==> src/include/exec_config.svh <==
`ifndef EXEC_CONFIG_SVH
`define EXEC_CONFIG_SVH

// operand and result width of the integer datapath.
`define EXEC_DATA_WIDTH 32

`define EXEC_REG_BITS 5 // 32 architectural registers.

`define EXEC_TAG_BITS 6

`endif

==> src/source/exec_pkg.sv <==
`include "exec_config.svh"

package exec_pkg;

    // opcodes of one lane, in the order of the selector bits they replace.
    typedef enum logic [3:0] {
        op_add  = 4'd0,
        op_sub  = 4'd1,
        op_slt  = 4'd2,
        op_sltu = 4'd3,
        op_and  = 4'd4,
        op_or   = 4'd5,
        op_nor  = 4'd6,
        op_xor  = 4'd7,
        op_sll  = 4'd8,
        op_srl  = 4'd9,
        op_sra  = 4'd10
    } alu_op_e;

    // one micro-op as the issuer hands it to a lane.
    typedef struct packed {
        alu_op_e                   op;
        logic [`EXEC_REG_BITS-1:0] rs;
        logic [`EXEC_REG_BITS-1:0] rt;
        logic [`EXEC_REG_BITS-1:0] rd;
        logic [`EXEC_TAG_BITS-1:0] tag;
    } issue_t;

    // one result on its way to the register file.
    typedef struct packed {
        logic [`EXEC_REG_BITS-1:0]   rd;
        logic [`EXEC_TAG_BITS-1:0]   tag; // carried through for the issuer.
        logic [`EXEC_DATA_WIDTH-1:0] data;
    } wb_t;

endpackage

==> src/source/alu.sv <==
`timescale 1ns/1ps
`include "exec_config.svh"

module alu (
    input  logic                          clk,
    input  logic                          rstn,
    input  logic                          en,
    input  exec_pkg::issue_t              issue,
    input  logic [`EXEC_DATA_WIDTH-1:0]   src_a,
    input  logic [`EXEC_DATA_WIDTH-1:0]   src_b,
    input  logic                          grant,
    output logic                          res_valid,
    output exec_pkg::wb_t                 res,
    output logic                          busy
);

    import exec_pkg::*;

    localparam int msb        = `EXEC_DATA_WIDTH - 1;
    localparam int shift_bits = $clog2(`EXEC_DATA_WIDTH);

    logic                  subtract;
    logic [msb:0]          adder_b;
    logic [msb:0]          sum;
    logic                  carry_out;
    logic                  less_signed;
    logic                  less_unsigned;
    logic [shift_bits-1:0] shamt;
    logic [msb:0]          result;

    // add, sub and both compares share one adder.
    assign subtract          = issue.op inside {op_sub, op_slt, op_sltu};
    assign adder_b           = subtract ? ~src_b : src_b;
    assign {carry_out, sum}  = src_a + adder_b + {{msb{1'b0}}, subtract};

    // operands of equal sign cannot overflow, so the difference sign decides.
    assign less_signed   = (src_a[msb] & ~src_b[msb]) |
                           (~(src_a[msb] ^ src_b[msb]) & sum[msb]);
    assign less_unsigned = ~carry_out; // a borrow means a < b.

    assign shamt = src_a[shift_bits-1:0]; // variable shifts take rs as the amount.

    always_comb begin
        case (issue.op)
            op_add, op_sub: result = sum;
            op_slt:         result = {{msb{1'b0}}, less_signed};
            op_sltu:        result = {{msb{1'b0}}, less_unsigned};
            op_and:         result = src_a & src_b;
            op_or:          result = src_a | src_b;
            op_nor:         result = ~(src_a | src_b);
            op_xor:         result = src_a ^ src_b;
            op_sll:         result = src_b << shamt;
            op_srl:         result = src_b >> shamt;
            op_sra:         result = $signed(src_b) >>> shamt;
            default:        result = '0;
        endcase
    end

    // a new issue wins over the grant, which is what allows reissue in the
    // cycle the previous result leaves.
    always_ff @(posedge clk) begin
        if (!rstn) begin
            res_valid <= 1'b0;
        end else if (en) begin
            res_valid <= 1'b1;
        end else if (grant) begin
            res_valid <= 1'b0;
        end
    end

    always_ff @(posedge clk) begin
        if (en) begin
            res.rd   <= issue.rd;
            res.tag  <= issue.tag;
            res.data <= result;
        end
    end

    assign busy = res_valid & ~grant;

    issue_while_busy: assert property (@(posedge clk) disable iff (!rstn) en |-> !busy)
        else $error("alu: issue while busy");

    legal_opcode: assert property (@(posedge clk) disable iff (!rstn)
        en |-> (issue.op inside {[op_add:op_sra]}))
        else $error("alu: illegal opcode %0d", issue.op);

endmodule

==> src/source/exec_cluster.sv <==
`timescale 1ns/1ps
`include "exec_config.svh"

module exec_cluster (
    input  logic                clk,
    input  logic                rstn,
    input  logic                eu0_en,
    input  logic                eu1_en,
    input  exec_pkg::issue_t    eu0_issue,
    input  exec_pkg::issue_t    eu1_issue,
    output logic                eu0_busy,
    output logic                eu1_busy,
    output logic                wb_valid,
    output exec_pkg::wb_t       wb
);

    import exec_pkg::*;

    // read ports 0 and 1 serve eu0, ports 2 and 3 serve eu1.
    logic [3:0][`EXEC_DATA_WIDTH-1:0] rd_data;
    logic [1:0]                       res_valid;
    logic [1:0]                       grant;
    wb_t                              res0;
    wb_t                              res1;

    reg_file rf (
        .clk     (clk),
        .rstn    (rstn),
        .rd_addr ({eu1_issue.rt, eu1_issue.rs, eu0_issue.rt, eu0_issue.rs}),
        .rd_data (rd_data),
        .wr_en   (wb_valid),
        .wr      (wb)
    );

    alu eu0 (
        .clk       (clk),
        .rstn      (rstn),
        .en        (eu0_en),
        .issue     (eu0_issue),
        .src_a     (rd_data[0]),
        .src_b     (rd_data[1]),
        .grant     (grant[0]),
        .res_valid (res_valid[0]),
        .res       (res0),
        .busy      (eu0_busy)
    );

    alu eu1 (
        .clk       (clk),
        .rstn      (rstn),
        .en        (eu1_en),
        .issue     (eu1_issue),
        .src_a     (rd_data[2]),
        .src_b     (rd_data[3]),
        .grant     (grant[1]),
        .res_valid (res_valid[1]),
        .res       (res1),
        .busy      (eu1_busy)
    );

    // the bus doubles as the register file write port.
    wb_arbiter arb (
        .clk      (clk),
        .rstn     (rstn),
        .req      (res_valid),
        .res0     (res0),
        .res1     (res1),
        .grant    (grant),
        .wb_valid (wb_valid),
        .wb       (wb)
    );

endmodule

==> src/source/reg_file.sv <==
`timescale 1ns/1ps
`include "exec_config.svh"

module reg_file (
    input  logic                                  clk,
    input  logic                                  rstn,
    input  logic [3:0][`EXEC_REG_BITS-1:0]        rd_addr,
    output logic [3:0][`EXEC_DATA_WIDTH-1:0]      rd_data,
    input  logic                                  wr_en,
    input  exec_pkg::wb_t                         wr
);

    localparam int num_regs = 1 << `EXEC_REG_BITS;

    // register 0 has no storage at all.
    logic [`EXEC_DATA_WIDTH-1:0] regs [1:num_regs-1];

    always_ff @(posedge clk) begin
        if (!rstn) begin
            for (int i = 1; i < num_regs; i++) begin
                regs[i] <= '0;
            end
        end else if (wr_en && wr.rd != '0) begin
            regs[wr.rd] <= wr.data;
        end
    end

    // a lane reading the register that is on the write port this cycle
    // gets the new value, so back-to-back dependent issues need no stall.
    always_comb begin
        for (int p = 0; p < 4; p++) begin
            if (rd_addr[p] == '0) begin
                rd_data[p] = '0;
            end else if (wr_en && wr.rd == rd_addr[p]) begin
                rd_data[p] = wr.data;
            end else begin
                rd_data[p] = regs[rd_addr[p]];
            end
        end
    end

endmodule

==> src/source/wb_arbiter.sv <==
`timescale 1ns/1ps
`include "exec_config.svh"

module wb_arbiter (
    input  logic            clk,
    input  logic            rstn,
    input  logic [1:0]      req,
    input  exec_pkg::wb_t   res0,
    input  exec_pkg::wb_t   res1,
    output logic [1:0]      grant,
    output logic            wb_valid,
    output exec_pkg::wb_t   wb
);

    logic last_eu1; // eu1 won the most recent grant.

    // on a tie the lane that did not win last time goes first.
    assign grant[0] = req[0] & (~req[1] | last_eu1);
    assign grant[1] = req[1] & (~req[0] | ~last_eu1);

    assign wb_valid = |req;
    assign wb       = grant[1] ? res1 : res0;

    // reset to eu1 so that eu0 takes the first tie.
    always_ff @(posedge clk) begin
        if (!rstn) begin
            last_eu1 <= 1'b1;
        end else if (|req) begin
            last_eu1 <= grant[1];
        end
    end

    grant_onehot: assert property (@(posedge clk) disable iff (!rstn) $onehot0(grant))
        else $error("wb_arbiter: grant %b is not one-hot", grant);

    grant_has_req: assert property (@(posedge clk) disable iff (!rstn)
        (grant & ~req) == 2'b00)
        else $error("wb_arbiter: grant %b without request %b", grant, req);

endmodule

==> config.mk <==
export PLATFORM = sky130hd
export DESIGN_NAME = exec_cluster
export DESIGN_NICKNAME = d
export VERILOG_FILES = /design/src/source/exec_pkg.sv /design/src/source/alu.sv /design/src/source/exec_cluster.sv /design/src/source/reg_file.sv /design/src/source/wb_arbiter.sv
export VERILOG_INCLUDE_DIRS = /design/src /design/src/include
export SDC_FILE = /design/constraint.sdc
export NUM_CORES = 2
export LEC_CHECK = 0
export BUFFER_PORTS_ARGS = -buffer_cell sky130_fd_sc_hd__buf_2
export CAP_MARGIN = 0
export CORE_ASPECT_RATIO = 0.5
export CORE_MARGIN = 1.5
export CORE_UTILIZATION = 40
export CTS_CLUSTER_DIAMETER = 150
export DETAILED_ROUTE_END_ITERATION = 10
export GPL_ROUTABILITY_DRIVEN = 0
export SKIP_CTS_REPAIR_TIMING = 1
export SYNTH_ARGS = -nofsm -noshare
export SYNTH_HDL_FRONTEND = slang
export SYNTH_SLANG_ARGS = --single-unit
==> constraint.sdc <==
create_clock -name clk -period 7.9 [get_ports clk]
set_clock_uncertainty 0.2 [all_clocks]
set_input_delay 0.79 -clock clk [delete_from_list [all_inputs] [get_ports clk]]
set_output_delay 0.79 -clock clk [all_outputs]
set_load 0.05 [all_outputs]
== Word level (Yosys, flattened, before mapping) ==
Memory sizes are Yosys's and may differ from the RTL's.
Cells that the tools add are included.
Cells by class
  bitwise logic cells: 35
  shifts and indexed selects: 6
  equal/unequal tests: 24
  reductions and logical operators: 20
  multiplexer cells: 24
  add/sub/neg operators: 4
Operator list (count)
  $pmux 32 s10: 2
  $mux 32: 11
  $not 32->32: 4
  $add 32x32->33: 2
  $add 33x1->33: 2
  $and 32x32->32: 2
  $or 32x32->32: 2
  $shl 32x5->32: 2
  $shr 32x5->32: 2
  $sshr 32x5->32: 2
  $xor 32x32->32: 2
  $mux 43: 1
  $eq 4x3->1 const B: 8
  $reduce_or 32->1: 1
  $eq 4x4->1 const B: 6
  $eq 5x5->1: 4
  $logic_not 5->1: 4
  $eq 4x2->1 const B: 4
  $not 1->1: 11
  $mux 1: 9
  $and 1x1->1: 8
  $eq 4x1->1 const B: 2
  $logic_not 4->1: 2
  $reduce_bool 3->1: 2
  other kinds (7): 18
Word-level totals
  memory bits (writable): 992
  output and inout port bits: 46
  bits of input ports: 54
  bits in registers: 89
  word-level logic and storage cells: 123
  memories: 1
Memories
  rf.regs: depth 31, bits a word 32, rd ports 4, clocked after memory_dff 0, wr ports 31, line reg_file.sv:16  | logic [`EXEC_DATA_WIDTH-1:0] regs [1:num_regs-1];

== Longest topological paths before layout ==
  depth after elaboration: 15
  mapped depth: 28
  gate-level depth less buffers: 21

== By module ==
A second synthesis with hierarchy kept.
Unflattened totals
  cell total of the unflattened synthesis: 7703
  area, all modules: 90987.3 um^2
By module, submodules not included
  reg_file: sequential area each 30749.5 um^2, cells an instance 5338, times used 1, area an instance 71793.9 um^2
  alu (eu0): sequential area each 1311.3 um^2, cells an instance 1139, times used 1, area an instance 9440.3 um^2
  alu (eu1): sequential area each 1311.3 um^2, cells an instance 1172, times used 1, area an instance 9161.3 um^2
  wb_arbiter: sequential area each 20.0 um^2, cells an instance 54, times used 1, area an instance 591.8 um^2

== Worst setup path before layout ==
OpenSTA, ideal clock, no wires.
  path kind: input to register
  start: input port eu0_issue[16] (netlist bit)
  end: register eu0.res[26] (netlist bit) (data pin)
  library setup time: 0.272 ns
  buffers on the path: 7
  required time: 7.428 ns
  slack: 0.897 ns
  arrival: 6.531 ns
  stages on the path: 26
  path through: buf_4 buf_6 buf_4 buf_2 buf_2 buf_2 buf_1 mux4_2 mux4_2 mux2i_1 nor2_1 a21oi_1 or2_2 inv_1 ha_1 a21o_1 a21o_1 a211o_1 a21oi_1 o31ai_1 a31oi_1 o21bai_1 a21oi_1 xor2_1 o22ai_1 or4_1
Between the ends
  cells in the longest elaborated chain, start to end: 7
  elaborated cells between the ends (all ways): 16
  those cells by class: add/sub (2); eq/ne (1); shift (3); mux (3); bitwise (4); reduce/logical (2); memory (1)
Ends and longest elaborated chain
  from (decl): line exec_cluster.sv:9  | input exec_pkg::issue_t eu0_issue,
  branches (longest 3 deep; another with $mem_v2 31x32)
  $mux 32 *: line reg_file.sv:32  | if (rd_addr[p] == '0) begin
  $add 32x32->33 or $or 32x32->32 (tied branches): line alu.sv:34, alu.sv:49, alu.sv:50
  $add 33x1->33 or $not 32->32 (tied branches): line alu.sv:34, alu.sv:50
  $pmux 32 s10 *: line alu.sv:44  | case (issue.op)
  net eu0.result[26]: line alu.sv:29  | logic [msb:0] result;
  to (decl): line alu.sv:13  | output exec_pkg::wb_t res,
Mark *: on every way through the listed nets, which the timed path passes.
A chain may end at the register's enable or synchronous reset.

== Worst setup path in the final report ==
  start: register eu0.res_valid
  end: register eu0.res[0] (netlist bit) (data pin)
Between the ends
  cells in the longest elaborated chain, start to end: 15
  elaborated cells between the ends (all ways): 32
  those cells by class: add/sub (2); eq/ne (2); shift (3); mux (7); bitwise (15); reduce/logical (3)
Ends and longest elaborated chain
  from (decl): line alu.sv:12  | output logic res_valid,
  from (signal assigned): line alu.sv:63  | res_valid <= 1'b0;
  from (signal assigned): line alu.sv:65  | res_valid <= 1'b1;
  from (signal assigned): line alu.sv:67  | res_valid <= 1'b0;
  $not 1->1: line wb_arbiter.sv:19  | assign grant[1] = req[1] & (~req[0] | ~last_eu1);
  $or 1x1->1: line wb_arbiter.sv:19
  $and 1x1->1: line wb_arbiter.sv:19
  $mux 43: line wb_arbiter.sv:22  | assign wb = grant[1] ? res1 : res0;
  $eq 5x5->1: line reg_file.sv:34  | end else if (wr_en && wr.rd == rd_addr[p]) begin
  $logic_and 1x1->1: line reg_file.sv:34
  $mux 32: line reg_file.sv:34
  $mux 32: line reg_file.sv:32
  $not 32->32: line alu.sv:33  | assign adder_b = subtract ? ~src_b : src_b;
  $mux 32: line alu.sv:33
  $add 32x32->33: line alu.sv:34  | assign {carry_out, sum} = src_a + adder_b + {{msb{1'b0}}, subtract};
  $add 33x1->33: line alu.sv:34
  $and 1x1->1: line alu.sv:38  | (~(src_a[msb] ^ src_b[msb]) & sum[msb]);
  $or 1x1->1: line alu.sv:37  | assign less_signed = (src_a[msb] & ~src_b[msb]) |
  $pmux 32 s10 *: line alu.sv:44
  net eu0.result[0]: line alu.sv:29
The timed path passes the listed nets; every way through them passes the cells marked *.

==> results.yml <==
place:
  dpl_cell_area_um2: 96000
  port_buffers: 99
  preCtsSetupSlack_ns: 0.482
  dp_hpwl_mm: 298
sta:
  worst_slack_ns: 0.510
  timing.final.hold_violations: 0
  setup_tns_ns: 0
  layout_min_cycle_time_ns: 7.39
  max_freq_ghz: 0.135
  tightest_slew_ns: 1.65
  setup_viol: 0
  finalCritPeriodShare_pct: 93.5
  finalMaxSlewViolations: 5
  rsz0062_at_grt: "false"
  slew_headroom_pct: -11.2
setup_path:
  critical-path-max-stage-delay_ns: 1.36
  r2r_end: "eu0.res[0]"
  crit_fanout: 25
  crit_top_cell: "nand3_1"
  crit_path_top_delay_cell: "a2111oi_0"
  r2r_start: "eu0.res_valid"
  r2r_cells: 20
  regToRegSetupSlack_ns: 0.51
  path_class: "flop to flop"
  worstPathRequired_ns: 8.22
  critPathLaunch: "eu0.res_valid"
  path_cells: "a21boi_4 > a2111oi_0 > buf_4 > o2111a_1 > buf_4 > a2111oi_0 > nor2_1 > nor2_1 > inv_2 > xnor2_1 > ha_1 > nand3_1 > o31ai_1 > a31oi_1 > o21bai_1 > a21oi_1 > o21ai_0 > nand3_1 > nand3_1 > o211ai_1"
  crit_arrival_ns: 7.71
  crit_path_end_kind: "flop"
  worst_setup_path_start_kind: "flop"
detailed_routing:
  drc_errors: 0
  ant_nets: 0
  drt_iter0_markers: 17688
  vias: 83094
  routed_wl_mm: 454
  post_drt_wl_per_cell_um: 41.3
  routed_via_density: 7.55
  dr.pass1.iters: 10
layout:
  nets: 8107
  drive_gt1_share_pct: 26.1
  synthToLayoutAreaGrowth_pct: 10.5
  fin_area_um2: 100000
  fillers: 20606
clocking:
  clk_path_buf_depth: 3
  cts_num_sinks: 1113
  cts_tree: "built"
  clock_latency_ns: 0.85
  clk_pin_slew_ns: 0.07
  numCtsBuffers: 116
  htreeDepth: 3
  cts_root_buf: "clkbuf_16"
synth:
  synth_top_area_share_pct: 36.7
  netlist_area_um2: 90700
  synth_largest_area_cell: "edfxtp_1"
  yosys-top-cells-count: "nor2_1 (1379), edfxtp_1 (1110), mux4_2 (1001), mux2i_1 (546), clkbuf_1 (483)"
  yosysWarnings: 0
  ys_types: 101
  yosysSeqAreaShare_pct: 36.8
  synthTopCellsByArea: "edfxtp_1 (37%), mux4_2 (25%), mux2i_1 (6.0%), nor2_1 (5.7%), ha_1 (2.7%)"
  async_flop_share_pct: 0
  syn_inst: 7956
  yosys_register_bits: 1113
  postSynthAreaPerCell_um2: 11.4
  synth.most_common_cell: "nor2_1"
  synth_edf_count: 1110
  synth-main-ff-cell: "edfxtp_1"
status:
  violations: "max-capacitance violations, max-slew violations"
  status: "complete, but fails checks"
worst_hold_path:
  hp-start: "eu1_issue[4]"
  hold_path.class: "input pin to flop"
  hold_end: "eu1.res[36]"
  hold_depth: 1
global_route:
  track_usage_pct: 38.1
  grt_util_met2_pct: 50.3
  first_global_vias: 75117
  grt-busiest-layer: "met2"
  grt_overflow: 0
  grt_pass1_wl_mm: 613
  met3_usage_pct: 22.7
  grt_util_met1_pct: 45.5
  grt_max_degree: 79
  antenna_found_initial: 51
run:
  maxCapViolations: 4
die:
  dieArea_um2: 230000
  core-area_um2: 225000
  io_pins: 100
  die_h_um: 340
  start_util_pct: 40.3
  rows: 123
  die_w_um: 677
power:
  p_per_area_nw_per_um2: 208
  power_leakage_nw: 36.9
  ir_drop_v: 0.000223
==> layer usage <==
metal	vias up	share of wire, %
met5	-	0.43
met3	2397	20
met1	40615	32
li1	30839	-
met4	58	9.0
met2	9185	38
==> flip-flops by register name (all words and copies together), names as in the netlist <==
signal and count:
eu0.res_valid 1, rf.regs 1024, eu0.res 43, eu1.res 43, arb.last_eu1 1, eu1.res_valid 1
==> power breakdown <==
| group | internal, mW | leakage, nW | total, mW | switching [mW] |
|---|---|---|---|---|
| sequential | 6.84 | 11.4 | 7.18 | 0.337 |
| combinational | 2.54 | 23.6 | 7.71 | 5.17 |
| clock | 3.25 | 1.89 | 5.99 | 2.74 |
| total | 12.6 | 36.9 | 20.9 | 8.24 |
==> worst max-delay path: cells and delay by family (launching register included) <==
kind / cells / cell delay [ns]
buffers and inverters: 3 / 0.68
adder cells (fa/ha/maj): 1 / 0.39
XOR/XNOR: 1 / 0.17
AND/OR/NAND/NOR: 5 / 1.02
AO/OA/AOI/OAI: 10 / 4.21
flip-flops: 1 / 0.43
==> logic make-up (layout without fill, tap and decap cells) <==
family,Yosys count,after routing,share of synthesized area [%]
other,1,81,0.00413
AND/OR/NAND/NOR,2372,2372,11.1
adder cells (fa/ha/maj),196,196,2.72
multiplexers,1673,1673,32.5
flip-flops,1113,1113,36.8
AO/OA/AOI/OAI,1466,1466,10.9
XOR/XNOR,131,131,1.26
buffers and inverters,1004,974,4.73
==> metrics by stage <==
step	utilization [%]	cells	hold WS, ns	power [mW]
after floorplan	-	7987	0.313	11.6
after global placement	42.6	10722	0.347	14.4
after detailed placement	42.6	10722	0.362	14.4
after CTS	44.4	10940	-0.0488	20.3
after global routing	44.5	10972	-0.0120	21.1
final	44.5	11006	0.00155	20.9
==> layout by cell type, fill, tap and decap left out, drive strengths merged, types with 25 or more instances in the layout <==
master and n:
a221oi 66, a221o 26, mux4 1001, xor2 46
clkinv 53, a211oi 117, ha 194, mux2i 549
and3 27, clkbuf 136, nor3 95, or2 67
nor2b 40, a22oi 80, a21oi 333, o21a 25
nand3 105, a21o 46, nand2b 33, nor4 36
o211ai 67, edfxtp 1110, o22ai 144, diode 49
xnor2 85, conb 32, mux2 123, o22a 26
a31oi 34, nand2 481, buf 524, nor2 1381
inv 213, o21ai 266
==> how the worst max path moves through the flow <==
stage / endpoint / slack, ns / cells past startpoint
floorplan: eu0.res[26] / 0.90 / 26
global placement: eu0.res[0] / 0.49 / 22
detailed placement: eu0.res[30] / 0.48 / 21
CTS: eu0.res[30] / 0.84 / 20
global route: eu0.res[0] / 0.38 / 21
finish: eu0.res[0] / 0.51 / 20
==> layout make-up <==
class | instances | area, um2 | area share (%)
multi-input combinational | 5870 | 53900 | 53.7
timing repair buffer | 543 | 4370 | 4.35
clock buffer | 134 | 2990 | 2.98
antenna | 49 | 123 | 0.122
inverter | 213 | 800 | 0.797
tap | 3000 | 3750 | 3.74
sequential | 1113 | 33400 | 33.3
clock inverter | 84 | 973 | 0.971
(Power assumes the default switching activity.)
